## src/hdl/bus_pkg.sv

```systemverilog
`default_nettype none

package bus_pkg;

  // ----------------------------------------
  // native memory bus widths
  // ----------------------------------------
  localparam int WORD_W = 32;  // data word
  localparam int ADDR_W = 32;  // byte address
  localparam int STRB_W = WORD_W / 8;  // one enable per byte lane

  typedef logic [WORD_W-1:0] word_t;
  typedef logic [ADDR_W-1:0] addr_t;
  typedef logic [STRB_W-1:0] strb_t;  // all zero on a read

  // where a decoded access is sent
  typedef enum logic [1:0] {
    TGT_SRAM = 2'd0,
    TGT_LED  = 2'd1,
    TGT_NONE = 2'd2  // empty region, zero data
  } target_e;

  typedef enum logic [1:0] {
    DEC_IDLE = 2'd0,  // waiting for valid
    DEC_BUSY = 2'd1,  // access in flight
    DEC_DONE = 2'd2   // skip the held valid
  } dec_state_e;

endpackage

`default_nettype wire

```

## src/hdl/map_pkg.sv

```systemverilog
`default_nettype none

package map_pkg;
  import bus_pkg::*;

  // ----------------------------------------
  // region decode
  // ----------------------------------------
  localparam logic [3:0] SRAM_REGION = 4'h4;   // addr[31:28]
  localparam logic [7:0] LED_REGION  = 8'h82;  // addr[31:24]

  localparam addr_t SRAM_BASE = 32'h4000_0000;
  localparam addr_t LED_BASE  = 32'h8200_0000;
  localparam addr_t NONE_BASE = 32'h2000_0000;  // nothing lives here

  // ----------------------------------------
  // scratch SRAM
  // ----------------------------------------
  localparam int SRAM_WORDS   = 256;
  localparam int SRAM_INDEX_W = 8;  // addr[9:2], aliases over the region
  typedef logic [SRAM_INDEX_W-1:0] sram_index_t;

  // ----------------------------------------
  // LED register block
  // ----------------------------------------
  localparam int LED_OFS_W = 22;  // word offset, addr[23:2]
  typedef logic [LED_OFS_W-1:0] led_ofs_t;
  localparam led_ofs_t LED_CTRL_OFS = led_ofs_t'(0);  // led enables
  localparam led_ofs_t LED_STAT_OFS = led_ofs_t'(1);  // blink flag

  localparam int LED_COUNT_W = 24;
  typedef logic [LED_COUNT_W-1:0] led_count_t;

  localparam word_t UNMAPPED_RDATA = 32'h0000_0000;

endpackage

`default_nettype wire

```

## src/hdl/led_regs.sv

```systemverilog
`timescale 1ns/1ps
`default_nettype none

module led_regs
  import bus_pkg::*;
  import map_pkg::*;
#(
  parameter int BLINK_TICKS = 13_500_000  // clocks per blink half period
) (
  input  logic       clk,
  input  logic       sys_resetn,
  input  logic       i_sel,
  input  addr_t      i_addr,
  input  word_t      i_wdata,
  input  strb_t      i_wstrb,
  output logic       o_ack,
  output word_t      o_rdata,
  output logic [2:0] o_led
);

  localparam led_count_t BLINK_LAST = led_count_t'(BLINK_TICKS - 1);

  led_ofs_t   ofs;
  logic [1:0] ctrl;        // led enables, 1 = lit
  led_count_t blink_cnt;
  logic       blink;       // drives the pin directly
  word_t      rd_word;

  assign ofs = i_addr[LED_OFS_W+1:2];

  // ----------------------------------------
  // blink counter
  // ----------------------------------------
  always_ff @(posedge clk or negedge sys_resetn) begin
    if (!sys_resetn) begin
      blink_cnt <= '0;
      blink     <= 1'b1;  // led off
    end else if (blink_cnt == BLINK_LAST) begin
      blink_cnt <= '0;
      blink     <= ~blink;
    end else begin
      blink_cnt <= blink_cnt + 1'b1;
    end
  end

  // ----------------------------------------
  // control register
  // ----------------------------------------
  always_ff @(posedge clk or negedge sys_resetn) begin
    if (!sys_resetn) begin
      ctrl <= 2'b00;
    end else if (i_sel && i_wstrb[0] && (ofs == LED_CTRL_OFS)) begin
      ctrl <= i_wdata[1:0];  // only byte lane 0 matters
    end
  end

  // pins are active low
  assign o_led = {blink, ~ctrl};

  // ----------------------------------------
  // readback
  // ----------------------------------------
  always_comb begin
    case (ofs)
      LED_CTRL_OFS: rd_word = word_t'(ctrl);
      LED_STAT_OFS: rd_word = word_t'(blink);
      default:      rd_word = '0;  // unused offsets
    endcase
  end

  always_ff @(posedge clk) begin
    if (i_sel) begin
      o_rdata <= rd_word;  // value before any write
    end
  end

  always_ff @(posedge clk or negedge sys_resetn) begin
    if (!sys_resetn) begin
      o_ack <= 1'b0;
    end else begin
      o_ack <= i_sel;
    end
  end

endmodule

`default_nettype wire

```

## config.mk

```make
export PLATFORM = sky130hd
export DESIGN_NAME = led_regs
export DESIGN_NICKNAME = d
export VERILOG_FILES = /design/src/hdl/bus_pkg.sv /design/src/hdl/map_pkg.sv /design/src/hdl/led_regs.sv
export SDC_FILE = /design/constraint.sdc
export NUM_CORES = 1
export LEC_CHECK = 0
export ABC_AREA = 0
export CAP_MARGIN = 30
export CORE_MARGIN = 8
export CORE_UTILIZATION = 50
export DETAILED_ROUTE_END_ITERATION = 6
export DONT_BUFFER_PORTS = 1
export PLACE_DENSITY = 0.74
export SLEW_MARGIN = 20
export SYNTH_ARGS = -nofsm -noshare
export SYNTH_HDL_FRONTEND = slang
export SYNTH_SLANG_ARGS = --single-unit
```

## constraint.sdc

```tcl
create_clock -name clk -period 1.95 [get_ports clk]
set_input_delay 0.2925 -clock clk [delete_from_list [all_inputs] [get_ports clk]]
set_output_delay 0.2925 -clock clk [all_outputs]
set_load 0.005 [all_outputs]
```

# Word level (Yosys, flattened, before mapping)
# Index checks and enable logic that the tools add are counted.
op_classes:
  addsub: 1
  n_eq_ne: 2
  mux: 2
  bitwise_logic: 2
  n_reduce_logical: 3
op_table:
  columns: ["operator", "count"]
  rows:
  - ["24-bit by 1-bit adder with 24-bit output (second input constant)", 1]
  - ["24-bit equality test (second input constant)", 1]
  - ["24-bit two-way mux", 1]
  - ["22-bit by 1-bit equality test with 1-bit output (second input constant)", 1]
  - ["22-bit logical NOT", 1]
  - ["2-bit case mux with 2 select lines", 1]
  - ["1-bit logical AND", 2]
  - ["2-bit inverter", 1]
  - ["1-bit inverter", 1]
word_totals:
  register_bits: 60
  input_bits: 71
  output_inout_bits: 36
  elab_cells: 15

# Depth between registers and ports, before layout
depth:
  ltp_word: 2
  ltp_mapped: 6

# Worst setup path before layout
# No wires, ideal clock.
synth_timing:
  path_type: "register -> register"
  startpoint: "register blink_cnt[0]"
  endpoint: "register blink_cnt[22]"
  arrival_time_ns: 1.842
  required_ns: 1.873
  setup_slack_ns: 0.031
  path_stages_with_launch: 7
  path_buffers: 1
  synth_period_minus_slack_ns: 1.919
  path_cell_list: "dfrtp_1 > ha_1 > nand4_4 > or3_1 > clkbuf_2 > or4_1 > a21oi_1"
synth_via:
  elab_chain_len: 2
  elab_cells_between_ends: 3
  classes_between: "add/sub (1); eq/ne (1); mux (1)"
synth_rtl:
  columns: ["element", "line_no", "rtl"]
  rows:
  - ["from (decl)", "led_regs.sv:25", "led_count_t blink_cnt;"]
  - ["from (signal assigned)", "led_regs.sv:42", "blink_cnt <= blink_cnt + 1'b1;"]
  - ["24-bit by 1-bit adder with 24-bit output / 24-bit equality test (equally long branches)", "led_regs.sv:42, led_regs.sv:38", null]
  - ["24-bit two-way mux (*)", "led_regs.sv:38", "end else if (blink_cnt == BLINK_LAST) begin"]
# Every way passes the cells marked *; elsewhere a longest branch is shown, timed or not.
# A chain may end at the register's enable or synchronous reset.

# Worst setup path in the final report
layout_timing:
  startpoint: "register blink_cnt[21]"
  endpoint: "register blink_cnt[1]"
layout_via:
  elab_chain_len: 2
layout_rtl:
  columns: ["element", "line_no"]
  rows:
  - ["24-bit equality test", "led_regs.sv:38"]
  - ["24-bit two-way mux", "led_regs.sv:38"]
# No other way between the ends.

==> results.json <==
{
  "dr_total_vias": 1246,
  "antenna_found_initial": 0,
  "synthSimpleGateAreaFrac_pct": 25.3,
  "cp_max_fo": 6,
  "synth_top_family_by_area": "simple AND/OR/NAND/NOR gates",
  "maxCapViolCount": 0,
  "final_cell_mix": "conb_1 (30), dfrtp_1 (26), nor2_1 (19), nor4_1 (12), xnor2_1 (12)",
  "clock-sinks": 30,
  "swShare_pct": 23.6,
  "cts-root-buf": "clkbuf_4",
  "track_usage_pct": 13.1,
  "hold_viol_final": 0,
  "instances_no_fill": 239,
  "clk_pin_slew_ns": 0.10,
  "syn_inst": 175,
  "place_ws_ns": 0.0143,
  "cts_tree": "done",
  "r2r.worst_path.cells": 5,
  "critical-path-max-stage-delay_ns": 0.50,
  "report.power.total_mw": 1.01,
  "vdd_drop_max_mv": 0.293,
  "setup_violations": 0,
  "min_path_cells": 0,
  "synth_adder_area_share_pct": 0.715,
  "fill_cells": 315,
  "initial_core_util_pct": 52.4,
  "clkLatencyLatePin_ns": 0.33,
  "dp.cells": 226,
  "drt.antenna.violating_nets": 0,
  "p_sw_uw": 239,
  "yosysWarnings": 0,
  "whs_endpoint": "o_rdata[0]",
  "finClkSkew_ns": 0.00957,
  "p_seq_share_pct": 62.3,
  "min_from": "i_sel",
  "core-area_um2": 3340,
  "clockBufferDepth": 2,
  "drc": 0,
  "n_antenna_cell": 0,
  "synthMuxAreaShare_pct": 2.43,
  "yosys_register_bits": 30,
  "drive_gt1_share_pct": 16.6,
  "worst_ep_required_time_ns": 2.18,
  "die_w_um": 75.1,
  "ys_top_cells_by_area": "dfrtp_1 (39%), buf_4 (13%), xnor2_1 (6.0%)",
  "p_comb_share_pct": 3.7,
  "finalCritPeriodShare_pct": 93.9,
  "tns_ns": 0,
  "placed_area_um2": 1730,
  "synth.largest_area_cell": "dfrtp_1",
  "period_minus_slack_ns": 1.83,
  "power_density_nw_per_um2": 546,
  "rsz0062_at_grt": "false",
  "num_io_pins": 107,
  "synth_top_area_share_pct": 38.6,
  "synth_compound_area_share_pct": 2.50,
  "hold_class": "input pin to flop",
  "grt_max_degree": 29,
  "final_common_cell": "conb_1",
  "setup_ws_ns": 0.119,
  "yosys.area_share.xor_xnor_pct": 9.51,
  "cts_made_buffers": 5,
  "intPower_uw": 774,
  "avgSynthCellArea_um2": 10.0,
  "die_h_um": 75.1,
  "row_count": 21,
  "wire_per_inst_um": 14.9,
  "r2r-end": "blink_cnt[1]",
  "drv_slew": 0,
  "synth_cell_type_count": 35,
  "p_clk_share_pct": 34.0,
  "htreeDepth": 2,
  "leakage_nw": 0.843,
  "start_kind": "flop",
  "hold_ws_ns": 0.0700,
  "synth_area_um2": 1750,
  "final_nets": 264,
  "cp_slowest_cell": "or4_4",
  "syn_to_final_growth_pct": 6.08,
  "cp_cell_sequence": "nand4b_1 > or4_4 > nor4_4 > buf_6 > and2b_1",
  "fmax_ghz": 0.546,
  "final_area_um2": 1860,
  "crit_type": "flop to flop",
  "via_per_inst": 5.21,
  "grt_pass1_wl_um": 5650,
  "rr_startpoint": "blink_cnt[21]",
  "dr.pass1.iters": 4,
  "critPathCaptureType": "flop",
  "globalplace.congestion": 0.840,
  "drtIter0Drc": 53,
  "critPathArrivalTime_ns": 2.06,
  "grt_pass1_vias": 1274,
  "io_buffers": 0,
  "utilization_pct": 55.6,
  "grt_overflow": 0,
  "place_hpwl_um": 2750,
  "die_area_um2": 5650,
  "routed_wl_um": 3550,
  "reg2reg_slack_ns": 0.12,
  "status": "finished, final reports clean",
  "synth-seq-area-share_pct": 43.6
}
==> cells by family (layout without fill, tap and decap cells) <==
logic type	count (synthesis)	count (layout)
and+or+nand+nor	75	75
buffers and inverters	38	27
DFF	30	30
xor gates and xnor gates	19	19
AOI/OAI and AO/OA	7	7
muxes	4	4
adders and majority gates	1	1
other	1	30
==> registers in the layout (all words and copies together), names as in the netlist <==
signal     count
o_rdata        2
blink          1
ctrl           2
o_ack          1
blink_cnt     24
==> what timing repair did <==
action,in CTS,in global routing
pin swaps,0,1
endpoints found under the hold margin,29,0
setup endpoints to repair,2,3
cloned,0,1
hold buffers,3,0
setup buffers,0,1
gates resized for setup,1,4
==> cell type report <==
type | instances | area [µm²] | share of cell area [%]
timing repair buffer | 15 | 131 | 7.08
sequential | 30 | 763 | 41.1
clock buffer | 6 | 41.3 | 2.23
tap | 46 | 57.6 | 3.10
clock inverter | 2 | 8.76 | 0.472
inverter | 4 | 15.0 | 0.809
multi-input combinational | 136 | 838 | 45.2
==> power groups by stage <==
stage               combinational [mW]  sequential [mW]  clock [mW]
detailed placement              0.0163            0.644           0
finish                          0.0375            0.631       0.344
global route                    0.0455            0.632       0.393
floorplan                       0.0596            0.643           0
global placement                0.0161            0.644           0
CTS                             0.0361            0.631       0.358
==> worst max-delay path, delay by kind of cell (launching register included) <==
kind,cells,cell delay [ns]
and+or+nand+nor,4,1.13
DFF,1,0.41
buffers and inverters,1,0.17
==> how the worst max path moves through the flow <==
stage                  start            end  slack (ns)  cells after the start
2_1_floorplan   blink_cnt[0]  blink_cnt[22]        0.03                      6
3_3_place_gp    blink_cnt[1]  blink_cnt[18]        0.05                      5
3_5_place_dp    blink_cnt[1]  blink_cnt[18]        0.01                      5
4_1_cts         blink_cnt[4]   blink_cnt[1]        0.02                      5
5_1_grt         blink_cnt[1]  blink_cnt[18]        0.03                      5
6_report       blink_cnt[21]   blink_cnt[1]        0.12                      5
==> synth_stat cells <==
cell and number:
or3_1 1, nand4_4 1, nor3_1 4, buf_6 2, nor4_4 1, nand3_1 7, a31oi_1 1, a21oi_1 3
and2b_1 1, nand4_1 7, conb_1 1, mux2_2 2, dfrtp_1 27, o31ai_1 3, and4_1 2, clkinv_1 1
or4_1 4, or2_2 1, inv_1 3, nand4b_1 1, xor2_1 7, nor2_1 19, nand4_2 1, and4_2 1
buf_4 31, xnor2_1 12, nor4_1 12, or4_4 1, and3_2 1, edfxtp_1 2, dfstp_2 1, mux2i_1 2
nand2_1 10, clkbuf_2 1, ha_1 1
==> layer usage <==
layer  track usage [%]  wire (µm)  up-vias
met5                 0          0        -
met4              5.97         29        0
met3              3.86        236        4
met2              23.2       1950       40
met1              13.8       1340      612
li1                  -          -      590
(Power assumes the default switching activity.)
