## src/hdl/bus_pkg.sv

```systemverilog
`default_nettype none

package bus_pkg;

  // ----------------------------------------
  // native memory bus widths
  // ----------------------------------------
  localparam int WORD_W = 32;  // data word
  localparam int ADDR_W = 32;  // byte address
  localparam int STRB_W = WORD_W / 8;  // one enable per byte lane

  typedef logic [WORD_W-1:0] word_t;
  typedef logic [ADDR_W-1:0] addr_t;
  typedef logic [STRB_W-1:0] strb_t;  // all zero on a read

  // where a decoded access is sent
  typedef enum logic [1:0] {
    TGT_SRAM = 2'd0,
    TGT_LED  = 2'd1,
    TGT_NONE = 2'd2  // empty region, zero data
  } target_e;

  typedef enum logic [1:0] {
    DEC_IDLE = 2'd0,  // waiting for valid
    DEC_BUSY = 2'd1,  // access in flight
    DEC_DONE = 2'd2   // skip the held valid
  } dec_state_e;

endpackage

`default_nettype wire

```

## src/hdl/map_pkg.sv

```systemverilog
`default_nettype none

package map_pkg;
  import bus_pkg::*;

  // ----------------------------------------
  // region decode
  // ----------------------------------------
  localparam logic [3:0] SRAM_REGION = 4'h4;   // addr[31:28]
  localparam logic [7:0] LED_REGION  = 8'h82;  // addr[31:24]

  localparam addr_t SRAM_BASE = 32'h4000_0000;
  localparam addr_t LED_BASE  = 32'h8200_0000;
  localparam addr_t NONE_BASE = 32'h2000_0000;  // nothing lives here

  // ----------------------------------------
  // scratch SRAM
  // ----------------------------------------
  localparam int SRAM_WORDS   = 256;
  localparam int SRAM_INDEX_W = 8;  // addr[9:2], aliases over the region
  typedef logic [SRAM_INDEX_W-1:0] sram_index_t;

  // ----------------------------------------
  // LED register block
  // ----------------------------------------
  localparam int LED_OFS_W = 22;  // word offset, addr[23:2]
  typedef logic [LED_OFS_W-1:0] led_ofs_t;
  localparam led_ofs_t LED_CTRL_OFS = led_ofs_t'(0);  // led enables
  localparam led_ofs_t LED_STAT_OFS = led_ofs_t'(1);  // blink flag

  localparam int LED_COUNT_W = 24;
  typedef logic [LED_COUNT_W-1:0] led_count_t;

  localparam word_t UNMAPPED_RDATA = 32'h0000_0000;

endpackage

`default_nettype wire

```

## src/hdl/bus_decode.sv

```systemverilog
`timescale 1ns/1ps
`default_nettype none

module bus_decode
  import bus_pkg::*;
  import map_pkg::*;
(
  input  logic    clk,
  input  logic    sys_resetn,
  input  logic    i_mem_valid,
  input  addr_t   i_mem_addr,
  input  word_t   i_mem_wdata,
  input  strb_t   i_mem_wstrb,
  input  logic    i_resp_done,   // o_mem_ready of the return stage
  output logic    o_sram_sel,
  output logic    o_led_sel,
  output logic    o_none_ack,
  output target_e o_target,
  output addr_t   o_addr,
  output word_t   o_wdata,
  output strb_t   o_wstrb
);

  dec_state_e state, state_nxt;
  target_e    dec_target;   // region of the incoming address
  logic       accept;       // valid taken this cycle
  logic       none_pend;    // empty region, ack follows next cycle

  // ----------------------------------------
  // address classification
  // ----------------------------------------
  always_comb begin
    if (i_mem_addr[31:28] == SRAM_REGION) begin
      dec_target = TGT_SRAM;
    end else if (i_mem_addr[31:24] == LED_REGION) begin
      dec_target = TGT_LED;
    end else begin
      dec_target = TGT_NONE;
    end
  end

  assign accept = (state == DEC_IDLE) && i_mem_valid;

  always_comb begin
    case (state)
      DEC_IDLE: state_nxt = i_mem_valid ? DEC_BUSY : DEC_IDLE;
      DEC_BUSY: state_nxt = i_resp_done ? DEC_DONE : DEC_BUSY;
      DEC_DONE: state_nxt = DEC_IDLE;  // master drops valid here
      default:  state_nxt = DEC_IDLE;
    endcase
  end

  always_ff @(posedge clk or negedge sys_resetn) begin
    if (!sys_resetn) begin
      state      <= DEC_IDLE;
      o_sram_sel <= 1'b0;
      o_led_sel  <= 1'b0;
      none_pend  <= 1'b0;
      o_none_ack <= 1'b0;
      o_target   <= TGT_NONE;
    end else begin
      state      <= state_nxt;
      o_sram_sel <= accept && (dec_target == TGT_SRAM);  // one-cycle pulse
      o_led_sel  <= accept && (dec_target == TGT_LED);
      none_pend  <= accept && (dec_target == TGT_NONE);
      o_none_ack <= none_pend;  // lines up with a target ack
      if (accept) begin
        o_target <= dec_target;  // held until the next access
      end
    end
  end

  // access payload
  always_ff @(posedge clk) begin
    if (accept) begin
      o_addr  <= i_mem_addr;
      o_wdata <= i_mem_wdata;
      o_wstrb <= i_mem_wstrb;
    end
  end

endmodule

`default_nettype wire

```

## config.mk

```make
export PLATFORM = sky130hd
export DESIGN_NAME = bus_decode
export DESIGN_NICKNAME = d
export VERILOG_FILES = /design/src/hdl/bus_pkg.sv /design/src/hdl/map_pkg.sv /design/src/hdl/bus_decode.sv
export SDC_FILE = /design/constraint.sdc
export NUM_CORES = 1
export LEC_CHECK = 0
export BUFFER_PORTS_ARGS = -buffer_cell sky130_fd_sc_hd__buf_2
export CAP_MARGIN = 20
export CORE_MARGIN = 2
export CORE_UTILIZATION = 42
export DETAILED_ROUTE_END_ITERATION = 12
export GPL_TIMING_DRIVEN = 1
export PLACE_DENSITY = 0.79
export RECOVER_POWER = 100
export SYNTH_ARGS = -nofsm -noshare
export SYNTH_HDL_FRONTEND = slang
export SYNTH_SLANG_ARGS = --single-unit
```

## constraint.sdc

```tcl
create_clock -name clk -period 3.5 [get_ports clk]
set_input_delay 0.7 -clock clk [delete_from_list [all_inputs] [get_ports clk]]
set_output_delay 0.7 -clock clk [all_outputs]
set_load 0.02 [all_outputs]
```

# Word-level counts from Yosys, hierarchy flattened
# Cells that the tools add are included.
[word_totals]
reg_bits = 76
inputBits = 72
output_inout_bits = 73
word_cells = 25
[classes]
n_eq_ne = 5
mux = 5
reduce_logical = 6
[ops]
columns = ["cell", "n"]
rows = [
  ["$eq A8 B8 Y1 const B", 1],
  ["$mux W2", 3],
  ["$eq A2 B1 Y1 const B", 2],
  ["$eq A4 B3 Y1 const B", 1],
  ["$logic_and A1 B1 Y1", 4],
  ["$logic_not A2 Y1", 2],
  ["$pmux W2 S2", 1],
  ["$eq A2 B2 Y1 const B", 1],
  ["$mux W1", 1],
]

# Logic depth before layout (Yosys ltp)
# Gate-level depths: netlist of run 1.
[logic_depth]
word_depth = 5
depth_mapped = 4
ltp_nobuf = 3

# Least setup slack after synthesis of run 1
# OpenSTA, ideal clock, no wires.
[synth_timing]
path_kind = "input to register"
from = "in i_mem_valid"
to = "reg o_addr[0] (enable)"
setup_time_ns = 0.422
arrival_ns = 2.514
required_ns = 3.078
setup_slack_ns = 0.564
cell_stages = 3
n_path_buf = 1
path_cell_list = "or3b_1 -> clkbuf_2 -> inv_1"
[synth_between]
elab_chain_cells = 1
[synth_rtl]
columns = ["item", "line_no", "rtl"]
rows = [
  ["start: declaration", "bus_decode.sv:10", "input logic i_mem_valid,"],
  ["$logic_and A1 B1 Y1", "bus_decode.sv:42", "assign accept = (state == DEC_IDLE) && i_mem_valid;"],
  ["named net accept", "bus_decode.sv:26", "logic accept;"],
  ["end signal: assignment", "bus_decode.sv:76", "o_addr <= i_mem_addr;"],
  ["end: declaration", "bus_decode.sv:19", "output addr_t o_addr,"],
]
# The timed path passes the listed nets, and every way through them passes these cells.
# A chain may end at the register's enable or synchronous reset.

# Worst setup path after layout of run 1
[layout_timing]
from = "in i_mem_valid"
to = "reg o_addr[8] (enable)"
# The elaborated chain is that of the path after synthesis.

==> results.md, run 1 <==
- Max-Cap Viols: 0
- Commonest non-fill, non-tap cell in the layout: clkbuf_1
- Worst Max-Slew Pin Slew: around 0.72 ns
- Critical path data required time: 3.47 ns
- Die X: 78.9 um
- Global-route wire length before repair: ~6.6 mm
- Clk buf depth: 2
- Final setup violation count: 0
- Critical Path Start Type: primary input
- Seq/Total Area, Yosys: 95.2%
- Die Span Y: 78.9 um
- Vias in the first global route: roughly 1300
- Synth unique cells: 14
- Initial antenna violation count: 0
- Area growth syn-to-layout: 39.6%
- I/O pin total: 145
- Largest net degree at the start of global routing: 32
- CP bufs+invs: 3
- Clock latency on the worst-skew pair: 0.34 ns
- Worst Path Arrival: approximately 2.3 ns
- DR vias/cell: between 4 and 5
- CP cell instances: buf_2, or3b_1, inv_1, clkbuf_2
- TritonRoute pass-1 iters: 4
- Total track usage: between 10 and 15%
- Row count: 27
- DP Worst Slack: ~1.2 ns
- Antenna viol nets, final: 0
- Max_slew headroom: 52.2%
- Layout cells sized above 1: a little under a third
- Setup Skew: 0.00910 ns
- CP top delay family: buffers and inverters
- Final Hold Fails: 0
- Core footprint: roughly 5500 um^2
- Slowest CP cell: clkbuf_2
- N_diodes: 0
- Peak supply drop: between 0.3 and 0.4 mV
- DRT Wirelength: 4.99 mm
- CTS buffer count: 9
- Ys Warns: 0
- Worst Setup SP: i_mem_valid
- Max-slew violations: 0
- Nets: between 300 and 400
- Outcome: finished clean
- Clk slew on worst S/H paths: approximately 0.080 ns
- Synth Register Bits: 76
- Most frequent cells in the layout: clkbuf_1 (83), edfxtp_1 (68), buf_2 (62)
- Number of post-CTS setup repair buffers: 0
- DR DRC count: 0
- Setup TNS: 0 ns
- RSZ-0062 raised after global routing: no
- Overflow after GRT: 0
- Syn Nets: about 170
- H-tree depth: 3
- CTS Root Cell: clkbuf_8
- Final min period: 2.36 ns
- Routed WL per cell: between 15 and 20 um
- Largest area contributor in the netlist: edfxtp_1
- Final setup margin: about 1.1 ns
- Port bufs: 144
- Total power: between 2 and 2.5 mW
- Power density over cell area: 623 nW/um^2
- Detailed-route via count: 1400
- CP max FO: 31
- # clock sinks: between 70 and 80
- Synthesized area: 2360 um^2
- Setup CP Type: primary input to flop
- RePlAce Congestion: a little over 0.7
- Post-CTS resize count: 0
- Die Area: 6230 um^2
- HP Class: primary input to async pin
- Leak: 1.25 nW
- Share of the synthesized area in the top cell type: roughly 87%
- Initial Util: a little over two fifths
- CTS tree: yes
- CP endpoint kind: flop
- HPWL Detailed: 3.78 mm
- FMAX: roughly 0.42 GHz
- Worst reg2reg path startpoint: state[1]
- Syn_area_per_cell: 25.1 um^2
- Synth area leaders: edfxtp_1 (87%), dfrtp_1 (7.4%), dfstp_2 (1.1%)
- Hold_buf cts: 0
- Final worst-path cycle share: 67.3%
- Filler instances: around 470
- Drt initial violations: 80
- Syn Inst Count: 94
- CP max stage delay: roughly 0.67 ns
## area by class of cell
cell class | count | area (um^2) | share of cell area [%]
Clock buffer | 10 | 128 | 3.88
Timing Repair Buffer | 146 | 631 | 19.2
Clock inverter | 6 | 95.1 | 2.89
Multi-Input combinational cell | 15 | 96.3 | 2.93
Tap cell | 72 | 90.1 | 2.74
Inverter | 2 | 7.51 | 0.228
Sequential cell | 76 | 2240 | 68.2
## through the flow
step / cells / hold WS (ns) / utilization [%] / cell area [um^2]
after floorplan: 94 / 0.331 / - / 2360
after global placement: 311 / 0.334 / 58.1 / 3180
after detailed placement: 311 / 0.343 / 58.1 / 3180
after CTS: 327 / 0.183 / 62.1 / 3400
after global routing: 327 / 0.292 / 60.1 / 3290
final: 327 / 0.276 / 60.1 / 3290
## worst register-to-register path: cells and delay by family (launching register included)
family	cells	cell delay, ns
buf+inv	2	1.09
simple gates	1	0.47
flops	1	0.39
## synthesized netlist by cell type, drive strengths merged
master,count
a211oi,1
nor4b,3
edfxtp,68
dfrtp,7
inv,2
clkbuf,1
or3b,1
mux2i,1
a21o,1
and2b,1
nor2,3
dfstp,1
nand2,3
o21ai,1
## routing by layer
metal / up-vias / GRT usage [%] / share of wire, %
li1: 677 / - / -
met1: 636 / 17.3 / 41
met2: 80 / 23.8 / 47
met3: 7 / 5.91 / 10
met4: 0 / 8.28 / 1.2
met5: - / 0 / 0
## registers in the layout, indices dropped and copies added (netlist names)
register and flops:
state 2, o_none_ack 1, o_sram_sel 1, o_led_sel 1, none_pend 1, o_wstrb 4, o_target 2, o_addr 32
o_wdata 32
## where the power goes
| part | leakage [nW] | switching [mW] | total (mW) | internal [mW] |
|---|---|---|---|---|
| Clock | 0.112 | 0.316 | 0.727 | 0.411 |
| Combinational | 0.399 | 0.162 | 0.221 | 0.0593 |
| Sequential | 0.741 | 0.0200 | 1.10 | 1.08 |
| Total | 1.25 | 0.498 | 2.05 | 1.55 |
## path summary, 6_finish.rpt
kind,endpoint,slack (ns),cells past startpoint
hold / removal,o_led_sel,0.28,1
min in group clk,o_none_ack,0.36,0
hold reg to reg,o_none_ack,0.36,0
setup / recovery,o_addr[8],1.14,4
max in group asynchronous,o_target[1],2.89,1
setup reg to reg,o_addr[8],1.17,3
## cells by family after synthesis
| kind of cell | share of synthesized area [%] |
|---|---|
| AOI/OAI and AO/OA | 1.06 |
| buffers and inverters | 0.531 |
| DFF | 95.2 |
| muxes | 0.425 |
| and+or+nand+nor | 2.81 |
No activity file was read; power rests on OpenSTA's default activity.
==> run 2: changes to the inputs <==
Settings changed: CORE_UTILIZATION 42 to 38, PLACE_DENSITY 0.79 to 0.75.
Clock period 3.5 ns to 2.1 ns, I/O delays scaled along.
==> run 2 against run 1 <==
Compared with the run above:
- sequential power increased by 67%
- final cell count increased by 1.2%
- register-to-register slack got worse by 0.72 ns
- design area increased by 1.9%
- count of clock-buffer cells in the layout unchanged
- non-clock buffer count increased by 1
- combinational power increased by 74%
- sequential share of layout area decreased by 1.2 points
- clock power increased by 77%
- total power increased by 71%
- core utilization decreased by 3.8 points
- critical path type is now flop to flop
==> results.md, run 2 (same netlist as run 1, synthesis figures left out) <==
- Hold_buf cts: 1
- Die X: between 80 and 90 um
- TritonRoute pass-1 iters: 4
- HPWL Detailed: between 4 and 5 mm
- Final Hold Fails: 0
- Gr busiest metal: met2
- Port bufs: 144
- Hold Crit Start: i_mem_wdata[9]
- Design area: between 3000 and 4000 um^2
- Max-Cap Viols: 0
- Commonest non-fill, non-tap cell in the layout: clkbuf_1
- Drt initial violations: between 60 and 70
- CP endpoint kind: flop
- Worst hold path depth: 1
- DR vias/cell: between 4 and 5
- Worst r2r dst: o_addr[20]
- FF-to-FF path depth: 3
- Most frequent cells in the layout: clkbuf_1 (81), edfxtp_1 (68), buf_2 (64)
- CTS tree: yes
- Core footprint: about 6000 um^2
- Worst reg-to-reg setup slack: approximately 0.45 ns
- Vias in the first global route: 1366
- Final worst-path cycle share: 78.7%
- Max-slew violations: 0
- Leak: about 1.3 nW
- # clock sinks: 76
- Largest net degree at the start of global routing: 36
- Placed cell area: approximately 3200 um^2
- Antenna viol nets, final: 0
- Row count: 28
- Largest registers: o_addr: 32 flops, o_wdata: 32 flops, o_wstrb: 4 flops
- Setup CP Type: flop to flop
- H-tree depth: 3
- Worst Path Arrival: roughly 1.7 ns
- Post-CTS resize count: 0
- DR DRC count: 0
- Outcome: finished clean
- Met2 GRT Util: between 20% and 30%
- Setup TNS: 0 ns
- Area growth syn-to-layout: 42.2%
- Initial Util: 39.6%
- CTS buffer count: 9
- FMAX: 0.605 GHz
- Global-route wire length before repair: approximately 6.7 mm
- CP max FO: 35
- Die Span Y: a little over 80 um
- Power density over cell area: between 1000 and 1500 nW/um^2
- Die Area: between 6000 and 7000 um^2
- I/O pin total: around 150
- Met1 usage: between 15 and 20%
- Clk slew on worst S/H paths: approximately 0.080 ns
- Overflow after GRT: 0
- HP Class: primary input to flop
- Clock latency on the worst-skew pair: around 0.33 ns
- Total power: around 3.5 mW
- Peak supply drop: approximately 0.56 mV
- Nets: 323
- Met3 GRT Util: 6.63%
- Hold EP: o_wdata[9]
- Worst reg2reg path startpoint: state[1]
- Routed WL per cell: about 16 um
- CTS Root Cell: clkbuf_8
- Initial antenna violation count: 0
- Total track usage: around 14%
- Setup Skew: ~0.0075 ns
- DRT Wirelength: ~5.2 mm
- Critical path data required time: ~2.1 ns
- N_diodes: 0
- Final min period: approximately 1.7 ns
- Final setup violation count: 0
- Number of post-CTS setup repair buffers: 0
- RePlAce Congestion: slightly below 0.8
- Clk buf depth: 2
- Max_slew headroom: roughly 67%
- Layout cells sized above 1: roughly 32%
- Detailed-route via count: around 1500
- RSZ-0062 raised after global routing: no
- Worst Max-Slew Pin Slew: roughly 0.48 ns
- Critical Path Start Type: flop
-- run 2: cell count changes in the layout (fill, tap and decap cells not counted), moves of 2 or more --
cell	before	now
clkbuf_1	83	81
inv_6	3	1
buf_12	0	2
buf_2	62	64
-- run 2: how the worst max path moves through the flow --
| stage | slack, ns | cells after the start | start | to |
|---|---|---|---|---|
| global placement | 0.40 | 4 | i_mem_valid | o_wdata[15] |
| finish | 0.45 | 3 | state[1] | o_addr[20] |
| CTS | 0.47 | 3 | state[1] | o_addr[20] |
| global route | 0.37 | 3 | state[1] | o_wdata[15] |
| floorplan | 0.01 | 3 | i_mem_valid | o_addr[0] |
| detailed placement | 0.39 | 4 | i_mem_valid | o_addr[18] |
-- run 2: per-stage QoR --
step | setup WS, ns | util (%) | hold slack, ns | cells
2_1_floorplan | 0.0115 | - | 0.124 | 94
6_report | 0.447 | 56.3 | 0.256 | 331
3_5_place_dp | 0.387 | 53.9 | 0.264 | 314
3_3_place_gp | 0.399 | 53.9 | 0.267 | 314
4_1_cts | 0.467 | 58.1 | 0.234 | 331
5_1_grt | 0.368 | 56.3 | 0.230 | 331
-- run 2: final cells by class --
class | count | area, um^2
multi-input cells | 15 | 96.3
fillers | 513 | 2600
well taps | 75 | 93.8
clock inverters | 6 | 111
inverters | 2 | 8.76
flip-flops and latches | 76 | 2240
clock buffers | 10 | 128
repair buffers | 147 | 671
-- run 2: worst max-delay path, cell delays in order, from the launching register on --
cell	delay, ns
dfrtp_1	0.40
or3b_1	0.50
clkinvlp_2	0.21
buf_12	0.23
-- run 2: power by group --
| group | leakage, nW | switching, mW | total [mW] | internal (mW) |
|---|---|---|---|---|
| Clock | 0.119 | 0.494 | 1.29 | 0.792 |
| Sequential | 0.741 | 0.0369 | 1.84 | 1.80 |
| Combinational | 0.408 | 0.271 | 0.385 | 0.114 |
| Total | 1.27 | 0.802 | 3.51 | 2.71 |
-- run 2: routing by layer --
| metal | up-vias | share of wire [%] |
|---|---|---|
| met5 | - | 0 |
| met4 | 0 | 1.0 |
| met3 | 6 | 12 |
| met2 | 81 | 51 |
| met1 | 689 | 36 |
| li1 | 681 | - |
