File: src/hdl/bus_pkg.sv
`default_nettype none

package bus_pkg;

  // ----------------------------------------
  // native memory bus widths
  // ----------------------------------------
  localparam int WORD_W = 32;  // data word
  localparam int ADDR_W = 32;  // byte address
  localparam int STRB_W = WORD_W / 8;  // one enable per byte lane

  typedef logic [WORD_W-1:0] word_t;
  typedef logic [ADDR_W-1:0] addr_t;
  typedef logic [STRB_W-1:0] strb_t;  // all zero on a read

  // where a decoded access is sent
  typedef enum logic [1:0] {
    TGT_SRAM = 2'd0,
    TGT_LED  = 2'd1,
    TGT_NONE = 2'd2  // empty region, zero data
  } target_e;

  typedef enum logic [1:0] {
    DEC_IDLE = 2'd0,  // waiting for valid
    DEC_BUSY = 2'd1,  // access in flight
    DEC_DONE = 2'd2   // skip the held valid
  } dec_state_e;

endpackage

`default_nettype wire

File: src/hdl/map_pkg.sv
`default_nettype none

package map_pkg;
  import bus_pkg::*;

  // ----------------------------------------
  // region decode
  // ----------------------------------------
  localparam logic [3:0] SRAM_REGION = 4'h4;   // addr[31:28]
  localparam logic [7:0] LED_REGION  = 8'h82;  // addr[31:24]

  localparam addr_t SRAM_BASE = 32'h4000_0000;
  localparam addr_t LED_BASE  = 32'h8200_0000;
  localparam addr_t NONE_BASE = 32'h2000_0000;  // nothing lives here

  // ----------------------------------------
  // scratch SRAM
  // ----------------------------------------
  localparam int SRAM_WORDS   = 256;
  localparam int SRAM_INDEX_W = 8;  // addr[9:2], aliases over the region
  typedef logic [SRAM_INDEX_W-1:0] sram_index_t;

  // ----------------------------------------
  // LED register block
  // ----------------------------------------
  localparam int LED_OFS_W = 22;  // word offset, addr[23:2]
  typedef logic [LED_OFS_W-1:0] led_ofs_t;
  localparam led_ofs_t LED_CTRL_OFS = led_ofs_t'(0);  // led enables
  localparam led_ofs_t LED_STAT_OFS = led_ofs_t'(1);  // blink flag

  localparam int LED_COUNT_W = 24;
  typedef logic [LED_COUNT_W-1:0] led_count_t;

  localparam word_t UNMAPPED_RDATA = 32'h0000_0000;

endpackage

`default_nettype wire

File: src/hdl/read_return.sv
`timescale 1ns/1ps
`default_nettype none

module read_return
  import bus_pkg::*;
  import map_pkg::*;
(
  input  logic    clk,
  input  logic    sys_resetn,
  input  target_e i_target,
  input  logic    i_sram_ack,
  input  word_t   i_sram_rdata,
  input  logic    i_led_ack,
  input  word_t   i_led_rdata,
  input  logic    i_none_ack,
  output logic    o_mem_ready,
  output word_t   o_mem_rdata
);

  logic  sel_ack;
  word_t sel_rdata;

  // ----------------------------------------
  // pick the active target
  // ----------------------------------------
  always_comb begin
    case (i_target)
      TGT_SRAM: begin
        sel_ack   = i_sram_ack;
        sel_rdata = i_sram_rdata;
      end
      TGT_LED: begin
        sel_ack   = i_led_ack;
        sel_rdata = i_led_rdata;
      end
      default: begin
        sel_ack   = i_none_ack;
        sel_rdata = UNMAPPED_RDATA;  // empty region
      end
    endcase
  end

  // ----------------------------------------
  // registered response to the master
  // ----------------------------------------
  always_ff @(posedge clk or negedge sys_resetn) begin
    if (!sys_resetn) begin
      o_mem_ready <= 1'b0;
      o_mem_rdata <= '0;
    end else begin
      o_mem_ready <= sel_ack;  // single-cycle, acks are pulses
      if (sel_ack) begin
        o_mem_rdata <= sel_rdata;
      end
    end
  end

endmodule

`default_nettype wire

File: config.mk
export PLATFORM = sky130hd
export DESIGN_NAME = read_return
export DESIGN_NICKNAME = d
export VERILOG_FILES = /design/src/hdl/bus_pkg.sv /design/src/hdl/map_pkg.sv /design/src/hdl/read_return.sv
export SDC_FILE = /design/constraint.sdc
export NUM_CORES = 1
export LEC_CHECK = 0
export BUFFER_PORTS_ARGS = -buffer_cell sky130_fd_sc_hd__buf_2
export CORE_AREA = 2 2 68 70
export CTS_CLUSTER_SIZE = 20
export DETAILED_ROUTE_END_ITERATION = 7
export DIE_AREA = 0 0 70 72
export HOLD_SLACK_MARGIN = 0.05
export PLACE_DENSITY = 0.82
export SLEW_MARGIN = 20
export SYNTH_ARGS = -nofsm -noshare
export SYNTH_HDL_FRONTEND = slang
export SYNTH_SLANG_ARGS = --single-unit
File: constraint.sdc
create_clock -name clk -period 0.8 [get_ports clk]
set_clock_uncertainty 0.2 [all_clocks]
set_input_delay 0.04 -clock clk [delete_from_list [all_inputs] [get_ports clk]]
set_output_delay 0.04 -clock clk [all_outputs]
set_load 0.05 [all_outputs]
* Yosys cells after proc, flatten, opt, wreduce, memory -nomap -nowiden
Index checks and enable logic that the tools add are counted.
** Cells by class
- Eq/ne operators :: 1
- Multiplexer cells :: 2
- Reduce and logical (&&, ||, !) cells :: 1
** Operator list (number)
- $pmux W32 S2 :: 1
- $eq A2 B1 Y1 const B :: 1
- $logic_not A2 Y1 :: 1
- $pmux W1 S2 :: 1
** Word-level totals
- Register bits after elaboration :: 33
- Input bits :: 71
- Output and inout port bits :: 33
- Word-level logic and storage cells :: 6

* Depth between registers and ports, before layout
Gate-level depths: netlist of run 1.
- Depth after elaboration :: 2
- Mapped depth :: 5
- Gate-level depth less buffers :: 3

* Worst setup path after synthesis of run 1
Ideal clock, no wire load.
- Path kind :: input port to flip-flop
- Start point :: input i_target[0]
- End point :: register o_mem_rdata[0]
- Library setup time :: 78 ps
- Arrival time :: 995 ps
- Required time :: 522 ps
- Slack :: -473 ps
- Stages on the path :: 5
- Path buffers :: 2
- Path through :: buf_2 > mux2_4 > mux2i_4 > buf_6 > o2bb2ai_1
** On the way
- Longest elaborated chain between the ends :: 2
- Elaborated cells on any way between the ends :: 4
- Classes of those cells :: eq/ne (1); mux (2); reduce/logical (1)
** RTL lines
- from (decl) :: RTL line read_return.sv:10 : input target_e i_target,
- $eq A2 B1 Y1 or $logic_not A2 Y1 (tied branches) :: RTL line read_return.sv:27 : case (i_target)
- $pmux W32 S2 or $pmux W1 S2 (tied branches) :: RTL line read_return.sv:27
- to (signal assigned) :: RTL line read_return.sv:53 : o_mem_rdata <= sel_rdata;
- to (decl) :: RTL line read_return.sv:17 : output word_t o_mem_rdata
Parallel ways exist; a longest one is shown, timed or not.
A chain may end at the register's enable or synchronous reset.

* Worst setup path in the final report of run 1
- Start point :: register o_mem_rdata[27]
- End point :: output o_mem_rdata[27]
No word-level cell between the ends.

==> impl_metrics.env, run 1 <==
export IMPL_critPathLaunchType="flip-flop"
export IMPL_path_buf_inv=1
export IMPL_final_nets=333
export IMPL_wire_per_inst_um=17.5
export IMPL_hold_viol_final=32
export IMPL_die_h_um=72
export IMPL_crit_chain="buf_6"
export IMPL_clock_path_buffers=2
export IMPL_p_clk_share_pct=23.2
export IMPL_die_area_mm2=0.00504
export IMPL_antenna_cells=0
export IMPL_grt_pass1_wl_mm=8.30
export IMPL_post_route_min_period_ps=1100
export IMPL_rr_startpoint="o_mem_rdata[1]$_DFFE_PN0P_"
export IMPL_synth_commonest_cells="33 x dfrtp_1, 32 x mux2i_1, 32 x o2bb2ai_1"
export IMPL_place_inst=263
export IMPL_synth_async_reset_ratio_pct=100
export IMPL_grt_pass1_vias=1656
export IMPL_critPathMaxStageDelay_ps=430
export IMPL_crit_required_ps=560
export IMPL_worst_slack_ps=-303
export IMPL_firstDrtPassIters=4
export IMPL_grt_use_total_pct=21.7
export IMPL_clock_latency_ps=270
export IMPL_drt_vias_per_instance=4.87
export IMPL_synth_edf_count=0
export IMPL_cp_end_kind="output pin"
export IMPL_totalWireLength_mm=5.52
export IMPL_instances_no_fill=315
export IMPL_violations="hold timing, setup timing"
export IMPL_rsz0062_at_grt="yes"
export IMPL_syn_inst=111
export IMPL_met3_usage_pct=6.53
export IMPL_routabilityCongestion=0.721
export IMPL_met1_usage_pct=23.3
export IMPL_fmax_mhz=907
export IMPL_rows=24
export IMPL_initial_utilization_pct=36.2
export IMPL_final_area_mm2=0.00327
export IMPL_yosys_warnings=0
export IMPL_r2r_cells=2
export IMPL_final_setup_viol_count=66
export IMPL_startpoint="o_mem_rdata[27]$_DFFE_PN0P_"
export IMPL_whs_path_depth=3
export IMPL_status="complete, but fails checks"
export IMPL_finalCritPeriodShare_pct=138
export IMPL_ios=104
export IMPL_synth_distinct_cells=9
export IMPL_ys_seq_area_share_pct=53.5
export IMPL_grt_use_met2_pct=40.8
export IMPL_power_frac_comb_pct=42.7
export IMPL_root_buffer="clkbuf_8"
export IMPL_hp_start="i_sram_rdata[20]"
export IMPL_worstHoldEndpoint="o_mem_rdata[20]$_DFFE_PN0P_"
export IMPL_cts_buffers=5
export IMPL_synth_seq_cells=33
export IMPL_area_delta_synth_final_pct=112
export IMPL_worst_pin_slew_ps=299
export IMPL_reg2reg_to="o_mem_rdata[1]$_DFFE_PN0P_"
export IMPL_hold_ws_ps=-165
export IMPL_busiest_layer="met2"
export IMPL_ant_nets=0
export IMPL_synth_top_area_share_pct=53.5
export IMPL_cts_hold_buf=1
export IMPL_synthesis_nets=182
export IMPL_hp_class="primary input to flip-flop"
export IMPL_syn_avg_cell_area_um2=13.9
export IMPL_grt_max_degree=34
export IMPL_place_port_buffers=103
export IMPL_netlist_area_mm2=0.00154
export IMPL_crit_path_top_delay_cell="dfrtp_2"
export IMPL_fp_dieW_um=70
export IMPL_vdd_drop_max_mv=1.06
export IMPL_drcViolationCount=0
export IMPL_placed_area_mm2=0.00233
export IMPL_r2r_setup_slack_ps=-200
export IMPL_htreeDepth=2
export IMPL_yosysTopAreaCell="dfrtp_1"
export IMPL_critPathTopFamily="flip-flops"
export IMPL_internal_power_uw=3880
export IMPL_vias=1535
export IMPL_slew_headroom_pct=79.5
export IMPL_drt_iter0_drc=50
export IMPL_drive_gt1_share_pct=82.9
export IMPL_powerDensity_mw_per_mm2=1810
export IMPL_cts_tree="done"
export IMPL_critPathArrivalTime_ps=860
export IMPL_synthFlopType="dfrtp_1"
export IMPL_crit_fanout=2
export IMPL_final_max_slew_viol_count=0
export IMPL_grt_overflow=0
export IMPL_antenna_found_initial=0
export IMPL_clkTransAtPathRegs_ps=70
export IMPL_clkSinkCount=33
export IMPL_synth_top_cells_by_area="dfrtp_1 54%, mux2i_1 21%, o2bb2ai_1 18%"
export IMPL_dp_hpwl_mm=3.03
export IMPL_maxCapViolCount=0
export IMPL_yosysMostFrequentCell="dfrtp_1"
export IMPL_core_mm2=0.00426
export IMPL_switching_share_pct=34.6
export IMPL_p_leak_uw=0.00161
export IMPL_power_switching_uw=2060
export IMPL_crit_type="flip-flop to output pin"
export IMPL_seqPwrFrac_pct=34.1
cells by family after synthesis:
logic type	share of synthesized area, %
muxes	23.2
buffers and inverters	4.70
DFF	53.5
AOI/OAI and AO/OA	18.2
and+or+nand+nor	0.406
layer usage:
metal / wire length, um / vias to the layer above / share of wire [%]
li1: - / 737 / -
met1: 2040 / 720 / 37
met2: 3040 / 66 / 55
met3: 293 / 12 / 5.3
met4: 141 / 0 / 2.6
met5: 0 / - / 0
stage by stage:
step / setup WS [ps] / util, % / power [uW] / TNS [ps]
finish: -303 / 76.7 / 5930 / -17230
global route: -332 / 76.7 / 6170 / -18710
CTS: -311 / 72.8 / 5750 / -17680
detailed placement: -555 / 54.6 / 3670 / -18340
global placement: -490 / 54.6 / 3640 / -17180
floorplan: -446 / - / 3150 / -14880
power groups by stage:
stage               sequential (uW)  clock (uW)  combinational (uW)
CTS                            2020        1390                2340
floorplan                      2670           0                 477
detailed placement             2010           0                1660
global placement               2020           0                1620
finish                         2030        1380                2530
global route                   2050        1500                2630
how the worst max path moves through the flow:
stage / endpoint / slack [ps] / depth (start not counted)
after global routing: o_mem_rdata[26] / -330 / 1
after floorplan: o_mem_rdata[0]$_DFFE_PN0P_ / -450 / 5
after CTS: o_mem_rdata[22] / -310 / 1
after global placement: o_mem_rdata[16]$_DFFE_PN0P_ / -490 / 5
final: o_mem_rdata[27] / -300 / 1
after detailed placement: o_mem_rdata[29]$_DFFE_PN0P_ / -560 / 5
cell type report:
| class | instances | area, um2 |
|---|---|---|
| sequential | 33 | 851 |
| fill | 256 | 992 |
| tap | 52 | 65.1 |
| multi-input combinational | 67 | 906 |
| clock inverter | 1 | 5.00 |
| timing repair buffer | 154 | 1350 |
| clock buffer | 7 | 96.3 |
| inverter | 1 | 3.75 |
placed cells by master, fill, tap and decap left out, drive strengths merged:
cell           n
buf          152
clkbuf         8
clkinv         1
dfrtp         33
dlygate4sd3    1
inv            1
mux2           1
mux2i         33
nand2b         1
o2bb2ai       32
registers in the layout, indices dropped and copies added (netlist names):
| register | count |
|---|---|
| o_mem_rdata | 32 |
| o_mem_ready | 1 |
what timing repair did:
action	in CTS	in global routing
endpoints found under the setup margin	66	66
endpoints found under the hold margin	65	32
pin swaps	4	1
cloned	6	1
buffers inserted	26	11
resized for setup	87	11
Note: power is estimated with default switching activity, not from simulation.
==> run 2, diff against run 1 <==
HOLD_SLACK_MARGIN = 0.15   (was 0.05)
PLACE_DENSITY = 0.8   (was 0.82)
==> run 2 against run 1 <==
  * The run still ends with hold timing, setup timing left
  * Non-clock buffer count is 2 lower
  * Sequential share of layout area is 1.1 points higher
  * Worst setup slack worse by 27 ps
  * Register-to-register slack worse by 80 ps
  * Sequential cell count stayed put
  * Global-route usage is 1.9 points lower
  * Routed wire length is 3.8% lower
  * Sequential power hardly changed
  * Fmax is 2.4% lower
  * Worst hold slack better by 9.0 ps
  * Final cell count is 0.63% lower
==> impl_metrics.env, run 2 (synthesis gave the netlist of run 1 again) <==
export IMPL_place_ws_ps=-544
export IMPL_power_uw=5780
export IMPL_reg2reg_to="o_mem_rdata[22]$_DFFE_PN0P_"
export IMPL_crit_path_top_delay_cell="mux2_4"
export IMPL_place_inst=263
export IMPL_final_max_slew_viol_count=0
export IMPL_fmax_mhz=885
export IMPL_hold_viol_final=33
export IMPL_r2r_setup_slack_ps=-280
export IMPL_antenna_found_initial=0
export IMPL_grt_pass1_wl_mm=7.70
export IMPL_slew_headroom_pct=74.9
export IMPL_drive_gt1_share_pct=81.2
export IMPL_setup_tns_final_ps=-17590
export IMPL_htreeDepth=2
export IMPL_clock_latency_ps=270
export IMPL_critPathArrivalTime_ps=1130
export IMPL_finalCoreUtilization_pct=73.7
export IMPL_status="complete, but fails checks"
export IMPL_crit_type="primary input to flip-flop"
export IMPL_cts_hold_buf=1
export IMPL_vdd_drop_max_mv=0.912
export IMPL_worst_slack_ps=-329
export IMPL_worstSetupPathDepth=6
export IMPL_clock_path_buffers=2
export IMPL_layout_commonest_cell="buf_2"
export IMPL_reg_top3="o_mem_rdata x32, o_mem_ready x1"
export IMPL_critPathLaunchType="primary input"
export IMPL_initial_utilization_pct=36.2
export IMPL_crit_chain="buf_8 > mux2_4 > mux2i_4 > buf_4 > clkbuf_16 > o2bb2ai_2"
export IMPL_violations="hold timing, setup timing"
export IMPL_r2r_cells=3
export IMPL_crit_required_ps=800
export IMPL_cts_tree="done"
export IMPL_fp_dieW_um=70
export IMPL_largest_register_ffs=32
export IMPL_wire_per_inst_um=17.0
export IMPL_clkSinkCount=33
export IMPL_instances_no_fill=313
export IMPL_dp_hpwl_mm=2.97
export IMPL_worst_pin_slew_ps=366
export IMPL_drt_iter0_drc=69
export IMPL_final_setup_viol_count=66
export IMPL_clkTransAtPathRegs_ps=70
export IMPL_firstDrtPassIters=4
export IMPL_grt_use_total_pct=19.8
export IMPL_layout_common_cells="69 x buf_2, 39 x buf_6, 33 x buf_4"
export IMPL_ios=104
export IMPL_fillCellCount=274
export IMPL_critPathTopFamily="multiplexers"
export IMPL_largest_register="o_mem_rdata"
export IMPL_grt_max_degree=34
export IMPL_post_route_min_period_ps=1130
export IMPL_place_port_buffers=103
export IMPL_hp_class="primary input to flip-flop"
export IMPL_routabilityCongestion=0.686
export IMPL_maxCapViolCount=0
export IMPL_final_nets=331
export IMPL_drcViolationCount=0
export IMPL_cts_buffers=5
export IMPL_grt_pass1_vias=1617
export IMPL_powerDensity_mw_per_mm2=1840
export IMPL_die_h_um=72
export IMPL_vias=1532
export IMPL_rsz0062_at_grt="yes"
export IMPL_rows=24
export IMPL_p_leak_uw=0.00157
export IMPL_path_buf_inv=3
export IMPL_cp_end_kind="flip-flop"
export IMPL_finalCritPeriodShare_pct=141
export IMPL_totalWireLength_mm=5.31
export IMPL_core_mm2=0.00426
export IMPL_rr_startpoint="o_mem_rdata[22]$_DFFE_PN0P_"
export IMPL_area_delta_synth_final_pct=104
export IMPL_critPathMaxStageDelay_ps=310
export IMPL_antenna_cells=0
export IMPL_crit_path_end="o_mem_rdata[13]$_DFFE_PN0P_"
export IMPL_root_buffer="clkbuf_8"
export IMPL_grt_overflow=0
export IMPL_ant_nets=0
export IMPL_hold_ws_ps=-156
export IMPL_crit_fanout=5
export IMPL_die_area_mm2=0.00504
export IMPL_drt_vias_per_instance=4.89
export IMPL_startpoint="i_target[0]"
[run 2: cell count changes in the layout (fill, tap and decap cells not counted), sizes merged]
cell and delta:
buf -4, clkbuf +2
[run 2: per-layer routing]
layer | track usage (%) | vias to the layer above | wire length, um
met5 | 0 | - | 0
met4 | 5.34 | 0 | 61
met3 | 5.28 | 6 | 243
met2 | 36.7 | 63 | 2890
met1 | 22.5 | 736 | 2110
li1 | - | 727 | -
[run 2: worst register-to-register path: cells and delay by family (launching register included)]
| family | cells | cell delay, ps |
|---|---|---|
| flip-flops | 1 | 420 |
| buffers and inverters | 2 | 250 |
| AO/OA/AOI/OAI | 1 | 110 |
[run 2: final cells by class]
class,instances,area (um2),share of cell area [%]
Clock buffer,7,96.3,3.07
Clock inverter,1,5.00,0.159
Inverter,1,3.75,0.119
Multi-Input combinational cell,67,871,27.7
Sequential cell,33,851,27.1
Tap cell,52,65.1,2.07
Timing Repair Buffer,152,1250,39.8
[run 2: per-stage QoR]
| stage | instance area [um2] | hold slack [ps] |
|---|---|---|
| after global routing | 3140 | -160 |
| after global placement | 2330 | -192 |
| final | 3140 | -156 |
| after detailed placement | 2330 | -192 |
| after floorplan | 1710 | -456 |
| after CTS | 2980 | -171 |
[run 2: what timing repair did]
action / CTS / global route
endpoints found under the setup margin: 66 / 66
endpoints found under the hold margin: 66 / 66
setup buffers: 28 / 11
cloned: 3 / 4
resized for setup: 83 / 12
pin swaps: 0 / 4
[run 2: worst min path at each step]
stage | from | depth (start not counted) | end
2_1_floorplan | sys_resetn | 0 | o_mem_rdata[0]$_DFFE_PN0P_
3_3_place_gp | sys_resetn | 2 | o_mem_rdata[1]$_DFFE_PN0P_
3_5_place_dp | sys_resetn | 2 | o_mem_rdata[1]$_DFFE_PN0P_
4_1_cts | i_sram_rdata[31] | 3 | o_mem_rdata[31]$_DFFE_PN0P_
5_1_grt | i_sram_rdata[14] | 3 | o_mem_rdata[14]$_DFFE_PN0P_
6_report | i_led_rdata[0] | 3 | o_mem_rdata[0]$_DFFE_PN0P_
[run 2: power by group]
part	switching (uW)	leakage (uW)	internal, uW
clock network	580	0.0000542	777
logic	1270	0.00111	1130
registers	152	0.000401	1870
total	2000	0.00157	3780
==> run 3, diff against run 2 <==
PLACE_DENSITY = 0.72   (was 0.8)
==> run 3 against run 2 <==
  * The run still ends with hold timing, setup timing left
  * Sequential cell count unchanged
  * Sequential power is essentially flat
  * Die area stayed put
  * First-iteration DRC count decreased by 28%
  * Combinational power increased by 3%
  * Total power is 0.34% lower
  * Final area is 1.1% higher
  * Final cell count fell by 0.64%
  * Global-route usage decreased by 0.24 points
  * Non-clock buffer count shrank 2
  * Worst setup slack better by 20 ps
==> impl_metrics.env, run 3 (synthesis gave the netlist of run 1 again) <==
export IMPL_die_area_mm2=0.00504
export IMPL_hp_class="primary input to flip-flop"
export IMPL_grt_overflow=0
export IMPL_routabilityCongestion=0.708
export IMPL_vias=1539
export IMPL_clkTransAtPathRegs_ps=60
export IMPL_critPathArrivalTime_ps=870
export IMPL_clock_latency_ps=270
export IMPL_largest_register="o_mem_rdata"
export IMPL_rows=24
export IMPL_cp_end_kind="output pin"
export IMPL_place_inst=262
export IMPL_clkSinkCount=33
export IMPL_wire_per_inst_um=16.7
export IMPL_root_buffer="clkbuf_8"
export IMPL_core_mm2=0.00426
export IMPL_critPathMaxStageDelay_ps=430
export IMPL_crit_fanout=2
export IMPL_hp_start="i_sram_rdata[1]"
export IMPL_path_buf_inv=1
export IMPL_startpoint="o_mem_rdata[26]$_DFFE_PN0P_"
export IMPL_cts_tree="done"
export IMPL_drcViolationCount=0
export IMPL_post_route_min_period_ps=1110
export IMPL_grt_max_degree=34
export IMPL_finalCritPeriodShare_pct=139
export IMPL_power_uw=5760
export IMPL_grt_pass1_vias=1519
export IMPL_instances_no_fill=311
export IMPL_setup_tns_final_ps=-17100
export IMPL_rsz0062_at_grt="yes"
export IMPL_maxCapViolCount=0
export IMPL_vdd_drop_max_mv=1.17
export IMPL_worst_pin_slew_ps=314
export IMPL_totalWireLength_mm=5.19
export IMPL_fmax_mhz=901
export IMPL_die_h_um=72
export IMPL_grt_pass1_wl_mm=7.43
export IMPL_fillCellCount=284
export IMPL_crit_type="flip-flop to output pin"
export IMPL_grt_use_total_pct=19.5
export IMPL_cts_buffers=5
export IMPL_powerDensity_mw_per_mm2=1810
export IMPL_drt_vias_per_instance=4.95
export IMPL_dp_hpwl_mm=2.87
export IMPL_antenna_found_initial=0
export IMPL_initial_utilization_pct=36.2
export IMPL_drive_gt1_share_pct=81.5
export IMPL_worst_slack_ps=-310
export IMPL_status="complete, but fails checks"
export IMPL_crit_required_ps=560
export IMPL_htreeDepth=2
export IMPL_firstDrtPassIters=4
export IMPL_reg_top3="o_mem_rdata x32, o_mem_ready x1"
export IMPL_rr_startpoint="o_mem_rdata[10]$_DFFE_PN0P_"
export IMPL_p_leak_uw=0.00157
export IMPL_cts_hold_buf=1
export IMPL_violations="hold timing, setup timing"
export IMPL_critPathLaunchType="flip-flop"
export IMPL_layout_common_cells="69 x buf_2, 38 x buf_6, 32 x mux2i_1"
export IMPL_layout_commonest_cell="buf_2"
export IMPL_crit_path_top_delay_cell="dfrtp_2"
export IMPL_hold_viol_final=32
export IMPL_final_nets=329
export IMPL_critPathTopFamily="flip-flops"
export IMPL_final_setup_viol_count=66
export IMPL_largest_register_ffs=32
export IMPL_antenna_cells=0
export IMPL_clock_path_buffers=2
export IMPL_crit_chain="buf_6"
export IMPL_fp_dieW_um=70
export IMPL_hold_ws_ps=-165
export IMPL_ant_nets=0
export IMPL_area_delta_synth_final_pct=106
export IMPL_slew_headroom_pct=78.5
export IMPL_ios=104
export IMPL_place_port_buffers=103
export IMPL_drt_iter0_drc=50
export IMPL_final_max_slew_viol_count=0
## run 3: cell count changes in the layout (fill, tap and decap cells not counted), sizes merged
| cell | delta |
|---|---|
| clkinv | -1 |
| buf | -1 |
## run 3: area by class of cell
cell class	instances	area [um2]	area share, %
clock buffer	8	90.1	2.84
multi-input combinational	67	877	27.6
timing repair buffer	150	1290	40.5
sequential	33	851	26.8
tap	52	65.1	2.05
inverter	1	6.26	0.197
## run 3: final timing paths
| check | to | slack, ps | cells after the start |
|---|---|---|---|
| min reg2reg | o_mem_rdata[29]$_DFFE_PN0P_ | 310 | 1 |
| max reg2reg | o_mem_rdata[10]$_DFFE_PN0P_ | -260 | 3 |
| min in group asynchronous | o_mem_rdata[22]$_DFFE_PN0P_ | 50 | 3 |
| min | o_mem_rdata[1]$_DFFE_PN0P_ | -160 | 3 |
| max in group asynchronous | o_mem_rdata[18]$_DFFE_PN0P_ | 150 | 3 |
| max | o_mem_rdata[26] | -310 | 1 |
## run 3: per-layer routing
metal	routed length [um]	share of wire, %	GRT usage (%)	up-vias
met3	243	4.7	6.39	4
met4	19	0.37	3.85	0
met1	2020	39	22.5	759
li1	-	-	-	724
met5	0	0	0	-
met2	2900	56	35.9	52
## run 3: per-stage QoR
| stage | instance area (um2) | setup slack [ps] | hold WS (ps) | utilization [%] |
|---|---|---|---|---|
| after CTS | 2970 | -307 | -171 | 69.5 |
| after global routing | 3180 | -337 | -177 | 74.5 |
| final | 3180 | -310 | -165 | 74.5 |
| after detailed placement | 2310 | -524 | -184 | 54.1 |
| after global placement | 2310 | -496 | -193 | 54.1 |
| after floorplan | 1710 | -446 | -456 | - |
## run 3: power breakdown
group	switching, uW	internal (uW)
sequential	159	1870
combinational	1280	1180
clock	564	701
## run 3: repair_timing
item                       CTS  global route
gates resized for setup     83            19
cloned                       4             2
hold endpoints to repair    66            66
pin swaps                    0             1
setup endpoints to repair   66            66
setup buffers               23            12
